==> src/verilog/nabp_config.svh <==
`ifndef NABP_CONFIG_SVH
`define NABP_CONFIG_SVH

// projection angle index width
`define NABP_ANGLE_W 8

// detector index, doubles as bank and host ram address
`define NABP_S_W 5
// detectors per projection
`define NABP_NUM_S 24

// unsigned host sample
`define NABP_RAW_W 12
// signed filtered sample
`define NABP_FILT_W 16

// cycles from address issue to filtered result
`define NABP_FIR_LATENCY 2

`endif

==> src/verilog/nabp_pkg.sv <==
`include "nabp_config.svh"

package nabp_pkg;

    // projection angle index
    typedef logic [`NABP_ANGLE_W-1:0] angle_t;

    // detector position, also used as an address
    typedef logic [`NABP_S_W-1:0] s_t;

    // raw host sample, unsigned
    typedef logic [`NABP_RAW_W-1:0] raw_t;

    // ramp filtered sample, signed
    typedef logic signed [`NABP_FILT_W-1:0] filt_t;

    // ping-pong control states
    typedef enum logic [1:0] {
        ready_s,
        fill_s,
        fill_and_work_s,
        work_s
    } swap_state_t;

endpackage

==> src/verilog/nabp_interfaces.sv <==
`timescale 1ns/1ps

// one filtered ram bank seen from the swap control
interface bank_if;
    import nabp_pkg::*;

    // fill sequencing
    logic  fill_kick;
    logic  fill_done;
    logic  fill_s_valid;
    s_t    fill_s;
    // filtered write port
    logic  wr_valid;
    s_t    wr_s;
    filt_t wr_val;
    // two read ports, 1 cycle latency
    s_t    rd0_s;
    s_t    rd1_s;
    filt_t rd0_val;
    filt_t rd1_val;

    modport control (output fill_kick, wr_valid, wr_s, wr_val, rd0_s, rd1_s,
                     input  fill_done, fill_s_valid, fill_s, rd0_val, rd1_val);
    modport bank    (input  fill_kick, wr_valid, wr_s, wr_val, rd0_s, rd1_s,
                     output fill_done, fill_s_valid, fill_s, rd0_val, rd1_val);
endinterface

// angle handover and reads between swap control and sweep
interface sweep_if;
    import nabp_pkg::*;

    angle_t angle;
    logic   has_angle;
    logic   angle_ack;
    logic   next_angle;
    s_t     rd0_s;
    s_t     rd1_s;
    filt_t  rd0_val;
    filt_t  rd1_val;

    modport control (output angle, has_angle, angle_ack, rd0_val, rd1_val,
                     input  next_angle, rd0_s, rd1_s);
    modport sweep   (input  angle, has_angle, angle_ack, rd0_val, rd1_val,
                     output next_angle, rd0_s, rd1_s);
endinterface

==> src/verilog/fir_filter.sv <==
`timescale 1ns/1ps
`include "nabp_config.svh"

module fir_filter
(
    input  logic            clk,
    input  logic            reset_n,
    input  logic            s_valid,
    input  nabp_pkg::s_t    s_val,
    input  nabp_pkg::raw_t  x,
    output logic            y_valid,
    output nabp_pkg::s_t    y_s,
    output nabp_pkg::filt_t y
);
    import nabp_pkg::*;

    // address delayed by one to line up with host data
    logic  a_valid;
    s_t    a_s;
    // sample taken in, padding slot reads as zero
    raw_t  xs;
    // previous two samples
    raw_t  h1;
    raw_t  h2;
    // kernel operands, sign extended
    filt_t c;
    filt_t l;
    filt_t r;

    assign xs = (a_s == s_t'(`NABP_NUM_S)) ? '0 : x;
    assign c  = filt_t'(h1);
    assign l  = filt_t'(h2);
    assign r  = filt_t'(xs);

    always_ff @(posedge clk)
    begin
        if (!reset_n)
        begin
            a_valid <= 1'b0;
            y_valid <= 1'b0;
        end
        else
        begin
            a_valid <= s_valid;
            // address 0 has no centre to its left yet
            y_valid <= a_valid && (a_s != '0);
        end
    end

    always_ff @(posedge clk)
    begin
        a_s <= s_val;
        if (a_valid)
        begin
            h1 <= xs;
            // start of projection, raw[-1] is zero
            h2 <= (a_s == '0) ? '0 : h1;
        end
        // ramp kernel -1 2 -1 around the previous sample
        y_s <= a_s - 1'b1;
        y   <= (c <<< 1) - l - r;
    end

endmodule

==> src/verilog/filtered_ram_bank.sv <==
`timescale 1ns/1ps
`include "nabp_config.svh"

module filtered_ram_bank
(
    input logic  clk,
    input logic  reset_n,
    bank_if.bank bus
);
    import nabp_pkg::*;

    // one projection of filtered samples
    filt_t mem [`NABP_NUM_S];

    // fill sequencer
    logic issuing;
    s_t   fill_cnt;
    s_t   wr_cnt;

    // ~~~~~~~~~~~~~~~~~~~~~~~~~~~~~~~~~~~~~~~~~~~~~~~~~~~~~~~~~~~~~~~~~~~
    // fill, addresses 0..N then wait for N writes
    // ~~~~~~~~~~~~~~~~~~~~~~~~~~~~~~~~~~~~~~~~~~~~~~~~~~~~~~~~~~~~~~~~~~~
    assign bus.fill_s_valid = issuing;
    assign bus.fill_s       = fill_cnt;

    always_ff @(posedge clk)
    begin
        if (!reset_n)
        begin
            issuing       <= 1'b0;
            fill_cnt      <= '0;
            wr_cnt        <= '0;
            bus.fill_done <= 1'b1;
        end
        else if (bus.fill_kick)
        begin
            issuing       <= 1'b1;
            fill_cnt      <= '0;
            wr_cnt        <= '0;
            bus.fill_done <= 1'b0;
        end
        else
        begin
            // N is the padding address that flushes the filter
            if (issuing)
            begin
                if (fill_cnt == s_t'(`NABP_NUM_S))
                    issuing <= 1'b0;
                fill_cnt <= fill_cnt + 1'b1;
            end
            if (bus.wr_valid && !bus.fill_done)
            begin
                wr_cnt <= wr_cnt + 1'b1;
                // last centre written
                if (wr_cnt == s_t'(`NABP_NUM_S - 1))
                    bus.fill_done <= 1'b1;
            end
        end
    end

    // ~~~~~~~~~~~~~~~~~~~~~~~~~~~~~~~~~~~~~~~~~~~~~~~~~~~~~~~~~~~~~~~~~~~
    // storage and registered reads
    // ~~~~~~~~~~~~~~~~~~~~~~~~~~~~~~~~~~~~~~~~~~~~~~~~~~~~~~~~~~~~~~~~~~~
    always_ff @(posedge clk)
    begin
        if (bus.wr_valid && !bus.fill_done)
            mem[bus.wr_s] <= bus.wr_val;
    end

    // out of range reads give zero, sweep relies on filtered[N] = 0
    always_ff @(posedge clk)
    begin
        bus.rd0_val <= (bus.rd0_s < s_t'(`NABP_NUM_S)) ? mem[bus.rd0_s] : '0;
        bus.rd1_val <= (bus.rd1_s < s_t'(`NABP_NUM_S)) ? mem[bus.rd1_s] : '0;
    end

endmodule

==> src/verilog/filtered_ram_swap_control.sv <==
`timescale 1ns/1ps

module filtered_ram_swap_control
(
    input  logic             clk,
    input  logic             reset_n,
    // host angle handshake
    input  nabp_pkg::angle_t hs_angle,
    input  logic             hs_has_next_angle,
    input  logic             hs_next_angle_ack,
    output logic             hs_next_angle,
    // host ram address
    output logic             hs_s_valid,
    output nabp_pkg::s_t     hs_s_val,
    // filter results
    input  logic             flt_valid,
    input  nabp_pkg::s_t     flt_s,
    input  nabp_pkg::filt_t  flt_val,
    // banks and sweep
    bank_if.control          bank0,
    bank_if.control          bank1,
    sweep_if.control         sweep
);
    import nabp_pkg::*;

    swap_state_t state;
    swap_state_t next_state;

    // bank mux and demux select
    //   sw_sel | bank0   | bank1
    //   0      | working | filling
    //   1      | filling | working
    logic sw_sel;

    // filling bank status and kick
    logic fill_done;
    logic fill_kick;

    // swap pulse from rising edge
    logic swap_curr;
    logic swap_prev;
    logic swap;

    // angle loaded into the filling bank
    angle_t fill_angle;
    logic   fill_valid;

    // ~~~~~~~~~~~~~~~~~~~~~~~~~~~~~~~~~~~~~~~~~~~~~~~~~~~~~~~~~~~~~~~~~~~
    // bank routing
    // ~~~~~~~~~~~~~~~~~~~~~~~~~~~~~~~~~~~~~~~~~~~~~~~~~~~~~~~~~~~~~~~~~~~
    assign fill_done = sw_sel ? bank0.fill_done : bank1.fill_done;
    // kick lands on the bank that fills after the toggle
    assign bank0.fill_kick = sw_sel ? 1'b0 : fill_kick;
    assign bank1.fill_kick = sw_sel ? fill_kick : 1'b0;

    // filling bank addresses the host ram
    assign hs_s_valid = sw_sel ? bank0.fill_s_valid : bank1.fill_s_valid;
    assign hs_s_val   = sw_sel ? bank0.fill_s : bank1.fill_s;

    // filter writes only to the filling bank
    assign bank0.wr_valid = sw_sel && flt_valid;
    assign bank1.wr_valid = !sw_sel && flt_valid;
    assign bank0.wr_s     = flt_s;
    assign bank1.wr_s     = flt_s;
    assign bank0.wr_val   = flt_val;
    assign bank1.wr_val   = flt_val;

    // sweep reads, data from working bank
    assign bank0.rd0_s  = sweep.rd0_s;
    assign bank0.rd1_s  = sweep.rd1_s;
    assign bank1.rd0_s  = sweep.rd0_s;
    assign bank1.rd1_s  = sweep.rd1_s;
    assign sweep.rd0_val = sw_sel ? bank1.rd0_val : bank0.rd0_val;
    assign sweep.rd1_val = sw_sel ? bank1.rd1_val : bank0.rd1_val;

    // ~~~~~~~~~~~~~~~~~~~~~~~~~~~~~~~~~~~~~~~~~~~~~~~~~~~~~~~~~~~~~~~~~~~
    // mealy outputs
    // ~~~~~~~~~~~~~~~~~~~~~~~~~~~~~~~~~~~~~~~~~~~~~~~~~~~~~~~~~~~~~~~~~~~
    // ask for an angle when idle, or when fill and sweep are both finished
    assign hs_next_angle = (state == ready_s) ||
                           (((state == fill_s) || (state == fill_and_work_s)) &&
                            fill_done && sweep.next_angle);
    // end-of-stream ack in ready_s changes nothing
    assign swap_curr = hs_next_angle && hs_next_angle_ack &&
                       (hs_has_next_angle || (state != ready_s));
    assign swap      = swap_curr && !swap_prev;
    assign fill_kick = swap && (next_state != work_s);
    // a finished fill goes to the sweep, except on the first angle
    assign sweep.angle_ack = swap && (state != ready_s);

    always_comb
    begin
        next_state = state;
        case (state)
            ready_s:
                if (swap)
                    next_state = fill_s;
            fill_s, fill_and_work_s:
                if (swap)
                    next_state = hs_has_next_angle ? fill_and_work_s : work_s;
            work_s:
                if (sweep.next_angle)
                    next_state = ready_s;
            default:
                next_state = ready_s;
        endcase
    end

    always_ff @(posedge clk)
    begin
        if (!reset_n)
        begin
            state           <= ready_s;
            sw_sel          <= 1'b0;
            swap_prev       <= 1'b0;
            fill_valid      <= 1'b0;
            sweep.has_angle <= 1'b0;
        end
        else
        begin
            state     <= next_state;
            swap_prev <= swap_curr;
            if (swap)
                sw_sel <= !sw_sel;
            if (fill_kick)
                fill_valid <= 1'b1;
            else if (sweep.angle_ack)
                fill_valid <= 1'b0;
            if (sweep.angle_ack)
                sweep.has_angle <= fill_valid;
        end
    end

    // angle bookkeeping, filling angle moves to the sweep on the swap
    always_ff @(posedge clk)
    begin
        if (fill_kick)
            fill_angle <= hs_angle;
        if (sweep.angle_ack)
            sweep.angle <= fill_angle;
    end

endmodule

==> src/verilog/projection_sweep.sv <==
`timescale 1ns/1ps
`include "nabp_config.svh"

module projection_sweep
(
    input  logic             clk,
    input  logic             reset_n,
    sweep_if.sweep           ctl,
    output logic             out_valid,
    input  logic             out_ready,
    output nabp_pkg::angle_t out_angle,
    output nabp_pkg::s_t     out_s,
    output nabp_pkg::filt_t  out_val
);
    import nabp_pkg::*;

    logic ack_q;
    logic busy;
    // next detector to read
    s_t   s;
    logic issue;
    // read in flight
    logic rd_pending;
    s_t   rd_s;
    // interpolation, one extra bit before the halving
    logic [`NABP_FILT_W:0] sum;
    filt_t interp;
    // skid entry behind the output register
    logic  sk_valid;
    s_t    sk_s;
    filt_t sk_val;
    logic  load;

    assign ctl.rd0_s = s;
    assign ctl.rd1_s = s + 1'b1;
    // only read when the result is sure to find a place
    assign issue = busy && !sk_valid && !(rd_pending && out_valid && !out_ready);
    assign load  = !out_valid || out_ready;

    assign sum    = {ctl.rd0_val[`NABP_FILT_W-1], ctl.rd0_val} +
                    {ctl.rd1_val[`NABP_FILT_W-1], ctl.rd1_val};
    assign interp = sum[`NABP_FILT_W:1];

    // idle once everything has drained
    assign ctl.next_angle = !busy && !ack_q && !rd_pending && !sk_valid && !out_valid;

    always_ff @(posedge clk)
    begin
        if (!reset_n)
        begin
            ack_q      <= 1'b0;
            busy       <= 1'b0;
            s          <= '0;
            rd_pending <= 1'b0;
            sk_valid   <= 1'b0;
            out_valid  <= 1'b0;
        end
        else
        begin
            ack_q      <= ctl.angle_ack;
            rd_pending <= issue;
            // has_angle is valid the cycle after the ack
            if (ack_q && ctl.has_angle)
            begin
                busy <= 1'b1;
                s    <= '0;
            end
            else if (issue)
            begin
                if (s == s_t'(`NABP_NUM_S - 1))
                    busy <= 1'b0;
                s <= s + 1'b1;
            end
            if (load)
            begin
                out_valid <= sk_valid || rd_pending;
                sk_valid  <= sk_valid && rd_pending;
            end
            else if (rd_pending)
                sk_valid <= 1'b1;
        end
    end

    always_ff @(posedge clk)
    begin
        if (issue)
            rd_s <= s;
        // skid drains first to keep order
        if (load)
        begin
            out_angle <= ctl.angle;
            out_s     <= sk_valid ? sk_s : rd_s;
            out_val   <= sk_valid ? sk_val : interp;
        end
        if (rd_pending && (sk_valid || !load))
        begin
            sk_s   <= rd_s;
            sk_val <= interp;
        end
    end

endmodule

==> src/verilog/nabp_filter_top.sv <==
`timescale 1ns/1ps

module nabp_filter_top
(
    input  logic             clk,
    input  logic             reset_n,
    // host angle handshake
    input  nabp_pkg::angle_t hs_angle,
    input  logic             hs_has_next_angle,
    input  logic             hs_next_angle_ack,
    output logic             hs_next_angle,
    // host ram
    output logic             hs_s_valid,
    output nabp_pkg::s_t     hs_s_val,
    input  nabp_pkg::raw_t   hs_raw,
    // interpolated output stream
    output logic             out_valid,
    input  logic             out_ready,
    output nabp_pkg::angle_t out_angle,
    output nabp_pkg::s_t     out_s,
    output nabp_pkg::filt_t  out_val
);
    import nabp_pkg::*;

    // filter to swap control
    logic  flt_valid;
    s_t    flt_s;
    filt_t flt_val;

    bank_if  bank0_bus ();
    bank_if  bank1_bus ();
    sweep_if sweep_bus ();

    // ~~~~~~~~~~~~~~~~~~~~~~~~~~~~~~~~~~~~~~~~~~~~~~~~~~~~~~~~~~~~~~~~~~~
    // host ram, filter, ping-pong banks, sweep
    // ~~~~~~~~~~~~~~~~~~~~~~~~~~~~~~~~~~~~~~~~~~~~~~~~~~~~~~~~~~~~~~~~~~~
    fir_filter fir_filter_i
    (
        .clk     (clk),
        .reset_n (reset_n),
        .s_valid (hs_s_valid),
        .s_val   (hs_s_val),
        .x       (hs_raw),
        .y_valid (flt_valid),
        .y_s     (flt_s),
        .y       (flt_val)
    );

    filtered_ram_swap_control swap_control_i
    (
        .clk               (clk),
        .reset_n           (reset_n),
        .hs_angle          (hs_angle),
        .hs_has_next_angle (hs_has_next_angle),
        .hs_next_angle_ack (hs_next_angle_ack),
        .hs_next_angle     (hs_next_angle),
        .hs_s_valid        (hs_s_valid),
        .hs_s_val          (hs_s_val),
        .flt_valid         (flt_valid),
        .flt_s             (flt_s),
        .flt_val           (flt_val),
        .bank0             (bank0_bus.control),
        .bank1             (bank1_bus.control),
        .sweep             (sweep_bus.control)
    );

    filtered_ram_bank bank0_i (.clk(clk), .reset_n(reset_n), .bus(bank0_bus.bank));
    filtered_ram_bank bank1_i (.clk(clk), .reset_n(reset_n), .bus(bank1_bus.bank));

    projection_sweep projection_sweep_i
    (
        .clk       (clk),
        .reset_n   (reset_n),
        .ctl       (sweep_bus.sweep),
        .out_valid (out_valid),
        .out_ready (out_ready),
        .out_angle (out_angle),
        .out_s     (out_s),
        .out_val   (out_val)
    );

endmodule

==> config.mk <==
export PLATFORM = sky130hd
export DESIGN_NAME = nabp_filter_top
export DESIGN_NICKNAME = d
export VERILOG_FILES = /design/src/verilog/nabp_pkg.sv /design/src/verilog/nabp_interfaces.sv /design/src/verilog/fir_filter.sv /design/src/verilog/filtered_ram_bank.sv /design/src/verilog/filtered_ram_swap_control.sv /design/src/verilog/projection_sweep.sv /design/src/verilog/nabp_filter_top.sv
export VERILOG_INCLUDE_DIRS = /design/src /design/src/verilog
export SDC_FILE = /design/constraint.sdc
export NUM_CORES = 1
export LEC_CHECK = 0
export BUFFER_PORTS_ARGS = -buffer_cell sky130_fd_sc_hd__buf_2
export CAP_MARGIN = 20
export CORE_UTILIZATION = 50
export CTS_CLUSTER_SIZE = 30
export DETAILED_ROUTE_END_ITERATION = 10
export GPL_ROUTABILITY_DRIVEN = 0
export MAX_ROUTING_LAYER = met4
export PLACE_DENSITY = 0.68
export SETUP_SLACK_MARGIN = 0.05
export SLEW_MARGIN = 20
export SYNTH_ARGS = -nofsm -noshare
export SYNTH_HDL_FRONTEND = slang
export SYNTH_SLANG_ARGS = --single-unit
==> constraint.sdc <==
create_clock -name clk -period 7.4 [get_ports clk]
set_input_delay 1.48 -clock clk [delete_from_list [all_inputs] [get_ports clk]]
set_output_delay 1.48 -clock clk [all_outputs]
set_load 0.01 [all_outputs]
After elaboration in Yosys (flattened, before gate mapping)
Memory sizes are Yosys's and may differ from the RTL's. A register that Yosys moved wholly into a read port is not among the register bits.
Cells that the tools add are included.

operators by class
  add/sub/neg operators = 9
  $lt $le $gt $ge = 2
  equal/unequal tests = 10
  muxes and demuxes = 38
  bitwise operators = 1
  reduce and logical (&&, ||, !) cells = 64

operators with widths
  cell                                               count
  two-way mux 16 bit                                 3
  == test 5 bit, second input constant               6
  two-way mux 1 bit                                  28
  adder 5 x 1 -> 5 bit, second input constant        5
  logical AND 1 bit                                  23
  nonzero test 2 bit                                 9
  adder 16 x 16 -> 17 bit                            1
  logical NOT 1 bit                                  16
  subtractor 16 x 13 -> 16 bit                       1
  subtractor 13 x 12 -> 14 bit                       1
  two-way mux 12 bit                                 1
  less-than comparator 5 bit, second input constant  2
  two-way mux 5 bit                                  2
  OR reduction 2 bit                                 4
  logical OR 1 bit                                   6
  two-way mux 2 bit                                  3
  one-hot mux 2 bit (3 select lines)                 1
  AND reduction 2 bit                                3
  logical NOT 5 bit                                  1
  nonzero test 5 bit                                 1
  subtractor 5 x 1 -> 5 bit, second input constant   1
  == test 2 bit, second input constant               2
  == test 2 x 1 -> 1 bit, second input constant      1
  logical NOT 2 bit                                  1
  2 further kinds                                    2

word-level totals
  register bits = 163
  bits in writable memories = 768
  bits of input ports = 25
  output and inout port bits = 37
  word-level logic and storage cells = 160
  memories kept = 2

memory list
  memory       depth  bits a word  rd ports  clocked after Yosys merged registers in  wr ports  RTL line                 RTL
  bank0_i.mem  24     16           2         2                                        1         filtered_ram_bank.sv:13  filt_t mem [`NABP_NUM_S];
  bank1_i.mem  24     16           2         2                                        1         filtered_ram_bank.sv:13

Logic depth before layout (Yosys ltp)
  word-level depth = 17
  mapped depth = 16
  depth with buffers taken out = 15

Modules after synthesis
From an unflattened synthesis, not the netlist that was laid out.

second synthesis, totals
  cell total of the unflattened synthesis = 3177
  area, all modules = 46739.8 µm²

modules (own cells, without submodules)
  module                       instances  cells each  area each (µm²)  sequential area each (µm²)
  filtered_ram_bank (bank1_i)  1          1233        19444.9          12411.9
  filtered_ram_bank (bank0_i)  1          1229        19437.4          12411.9
  projection_sweep             1          278         3300.7           1851.8
  fir_filter                   1          263         2718.9           1261.2
  filtered_ram_swap_control    1          174         1838.0           600.6

Worst setup path after synthesis
No wires, ideal clock.

  path type = reg-to-reg
  start point = register swap_control_i.sw_sel
  end point = register projection_sweep_i.out_val[13], data pin
  library setup time = 255 ps
  arrival = 3228 ps
  data required time = 7145 ps
  path slack = 3916 ps
  cell stages (with the launch flop) = 12
  buffers on the path = 4
  period minus slack after synthesis = 3484 ps
  cells stage by stage = dfxtp_1 > buf_2 > buf_1 > clkbuf_1 > mux2_2 > ha_1 > clkbuf_1 > a21oi_1 > o21ai_0 > or3_1 > or4_1 > and3_1

between the ends
  word-level cells in the longest chain between the ends = 3
  elaborated cells on any way between the ends = 4
  those cells by class = add/sub: 1; mux: 3

ends and longest elaborated chain
  element                                       RTL line                                                          RTL
  start: declaration                            filtered_ram_swap_control.sv:33                                   logic sw_sel;
  start signal: assignment                      filtered_ram_swap_control.sv:124                                  sw_sel <= !sw_sel;
  two-way mux 16 bit, on equally long branches  filtered_ram_swap_control.sv:73, filtered_ram_swap_control.sv:74
  adder 16 x 16 -> 17 bit (*)                   projection_sweep.sv:40                                            assign sum = {ctl.rd0_val[`NABP_FILT_W-1], ctl.rd0_val} +
  two-way mux 16 bit (*)                        projection_sweep.sv:93                                            out_val <= sk_valid ? sk_val : interp;
  end signal: assignment                        projection_sweep.sv:93
  end: declaration                              projection_sweep.sv:13                                            output nabp_pkg::filt_t out_val

Every way passes the cells marked *; elsewhere a longest branch is shown, timed or not.
A chain may end at the register's enable or synchronous reset.

Worst setup path in the final report
  start point = register swap_control_i.sw_sel
  end point = register projection_sweep_i.sk_val[13], data pin

between the ends
  word-level cells in the longest chain between the ends = 2
  elaborated cells on any way between the ends = 3
  those cells by class = add/sub: 1; mux: 2

ends and longest elaborated chain
  element                                       RTL line                                                          RTL
  two-way mux 16 bit, on equally long branches  filtered_ram_swap_control.sv:73, filtered_ram_swap_control.sv:74
  adder 16 x 16 -> 17 bit (*)                   projection_sweep.sv:40
  named net projection_sweep_i.sum[14]          projection_sweep.sv:26                                            logic [`NABP_FILT_W:0] sum;
  end signal: assignment                        projection_sweep.sv:98                                            sk_val <= interp;
  end: declaration                              projection_sweep.sv:31                                            filt_t sk_val;

The timed path passes the listed nets; every way through them passes the cells marked *.

==> results.cfg <==
[sta]
tightestPinTransition_ps = 1130
headroom_to_the_max_slew_limit = 0.248
setup_tns_ps = 0
timing.final.setup_violations = 0
unrepaired_setup_endpoints_after_global_routing = false
finalHoldViolCount = 0
final_period_minus_worst_setup_slack_ps = 3940
final.period_utilization = 0.533
final-max-slew-violation-count = 0
whs_ps = 417
clock-skew-final_ps = 40.6
fmaxAchievable_ghz = 0.254

[placement]
portBuffers = 61
place.detailed.hpwl_mm = 70.7
place.detailed.instances = 3577

[critical_path]
arrival_ps = 4360
critical_path.max_fanout = 44
timing.reg2reg.worst_path_depth = 10
path_class = reg -> reg
timing.critical_path.required_ps = 7820
rr_startpoint = swap_control_i.sw_sel
startpoint = swap_control_i.sw_sel
timing.critical_path.to_type = flop
reg2reg_to = projection_sweep_i.sk_val[13]
crit_path_start_kind = flop
timing.critical_path.to = projection_sweep_i.sk_val[13]
setup.reg_to_reg.worst_slack_ps = 3460

[clocking]
tritoncts_clock_tree = built
cts.repair.resized = 0
insertion_delay_ps = 690
cts_buffer_depth = 3
postCtsHoldBufs = 0
post-cts-setup-buffer-count = 0
numCtsBuffers = 100
clock_slew_at_the_register_clock_pins_of_the_worst_setup_and_hold_paths_ps = 60
cts.sink_count = 995
htree_levels = 3
clockRootBuffer = clkbuf_16

[layout]
nNetsFinal = 2596
layout-area-overhead-vs-synth_pct = 11.4
layout.cells.non_filler = 3771
final_layout_size_suffix_gt1_frac = 0.316
filler_instances = 6553
finalCoreUtilization = 0.566

[logic_synthesis]
syn_nets = 2514
synth_cells = 2436
synth.ff_latch_count = 995
synth.area.top_cells = edfxtp_1, mux4_2, dfxtp_1, mux2i_1, ha_1
netlist_top_cells_count = edfxtp_1, mux4_2, dfxtp_1
synth_largest_type_area_fraction = 0.575
synth_area_leader_cell = edfxtp_1
synth_area_per_cell_sq_um = 18.5
syn_area_sq_mm = 0.0451
number_of_enable_flip_flop_cells_after_synthesis = 863
yosysWarningCount = 0
synth_async_reset_ratio = 0
synth_sequential_area_ratio = 0.633
count_of_unique_library_cells_instantiated_by_yosys = 76
synthFlopType = edfxtp_1
yosysMostFrequentCell = edfxtp_1

[routing]
ant_nets = 0
detail_route.iter0.violations = 3034
drt_drc_violations_left = 0
routed_wl_mm = 114
dr.pass1.iters = 5
wl_per_cell_microns = 30.2
dr_total_vias = 24430
post_dr_vias_cell = 6.48

[grt]
wire_length_of_the_first_global_routing_pass_mm = 167
grt_util_all_layers = 0.262
largest_net_degree_at_the_start_of_global_routing = 121
grt_pass1_vias = 24370
most_heavily_used_metal_layer_in_global_routing = met2
grt-ovfl-total = 0
globalRouteMet3Util = 0.0630
grt.met2_usage = 0.400
grt_antenna_before_repair = 1
grtUsageMet1 = 0.356

[die]
fp.dieW_microns = 302
core_sq_mm = 0.0888
io_pins = 62
fp-row-count = 109
die_height_microns = 302
initial_standard_cell_utilization_of_the_core = 0.508
fp.dieArea_sq_mm = 0.0914

[power_and_ir_drop]
power.static_leakage_nw = 15.7
vdd_drop_max_mv = 0.163
power.density_mw_per_mm2 = 242

[hold_path]
hold_class = reg -> reg

[job]
timing.max_cap.violations = 0

[status]
outcome = complete, no violations
-- through the flow --
step	cell area [sq um]	worst slack, ps	power, mW
floorplan	45100	3920	6.80
global placement	46700	3470	7.01
detailed placement	46800	3410	7.04
CTS	50200	3420	12.2
global route	50200	3180	12.5
finish	50200	3460	12.1
-- cells by family (layout without fill, tap and decap cells) --
kind of cell    after synthesis  in the layout  synth area share
compound gates              220            220            0.0316
mux                         566            566             0.251
simple gates                315            315            0.0324
other cells                   0              1                 0
flops                       995            995             0.633
xor+xnor                     49             49           0.00969
fa+ha+maj                    53             53            0.0152
buf+inv                     238            407            0.0262
-- worst min path at each step --
stage	slack, ps	end	depth (start not counted)	from
6_report	420	projection_sweep_i.out_angle[1]	0	swap_control_i.sweep.angle[1]
3_5_place_dp	400	projection_sweep_i.out_angle[1]	0	swap_control_i.sweep.angle[1]
2_1_floorplan	400	fir_filter_i.y_s[0]	1	fir_filter_i.a_s[0]
5_1_grt	420	swap_control_i.sweep.angle[5]	0	swap_control_i.fill_angle[5]
4_1_cts	420	projection_sweep_i.out_angle[1]	0	swap_control_i.sweep.angle[1]
3_3_place_gp	400	swap_control_i.sweep.angle[3]	0	swap_control_i.fill_angle[3]
-- area by class of cell --
cell class                      instances  area (sq um)  share of cell area
Timing Repair Buffer                  123           852              0.0170
Clock inverter                         44           549              0.0109
Antenna cell                            1          2.50           0.0000498
Sequential cell                       995         28600               0.569
Multi-Input combinational cell       1203         15600               0.310
Inverter                               95           357             0.00710
Clock buffer                          145          2850              0.0567
Tap cell                             1165          1460              0.0290
-- report_power, final --
part           total [mW]  switching (mW)  leakage (nW)  internal [mW]
Sequential           6.35          0.0175          8.91           6.33
Combinational       0.574           0.433          5.11          0.142
Clock                5.21            2.15          1.64           3.06
Total                12.1            2.60          15.7           9.54
-- layer usage --
metal  wire length, microns  up-vias  part of all wire
li1                       -    10199                 -
met3                  11900      156              0.10
met2                  54300     1230              0.48
met5                      0        -                 0
met4                   2810        0             0.025
met1                  44700    12845              0.39
-- registers in the layout (all words and copies together), names as in the netlist, 16 cells and up --
name and flops:
bank1_i.bus.rd0_val 16, projection_sweep_i.out_val 16, bank0_i.mem 384, bank0_i.bus.rd1_val 16, bank0_i.bus.rd0_val 16, bank1_i.mem 384, projection_sweep_i.sk_val 16, fir_filter_i.y 16
bank1_i.bus.rd1_val 16
-- placed cells by master (no fill, tap or decap), types with 7 or more instances in the layout --
cell type and n:
a21oi_1 36, buf_2 61, buf_4 53, bufinv_16 11, clkbuf_1 31, clkbuf_16 103, clkbuf_8 11, clkinv_1 7
clkinv_2 15, dfxtp_1 126, edfxtp_1 863, ha_1 49, inv_1 94, mux2_2 43, mux2i_1 75, mux4_2 446
nand2_1 92, nand2b_1 8, nand3_1 12, nand4_1 11, nor2_1 82, nor2_2 19, nor2_4 17, nor2b_1 21
nor3_1 16, o21a_1 18, o21ai_0 35, o21ai_1 38, o22ai_1 32, or3_1 7, xnor2_1 20, xor2_1 26
-- critical path, stage by stage, from the launching register on --
cell and delay, ps:
dfxtp_2 320, buf_4 610, and3_1 590, nor2_1 140, fa_1 480, nor2b_1 130, o21a_1 170, o21ai_1 130
a2111oi_2 660, o21ai_0 230, xnor2_1 160
No activity file was read; power rests on OpenSTA's default activity.
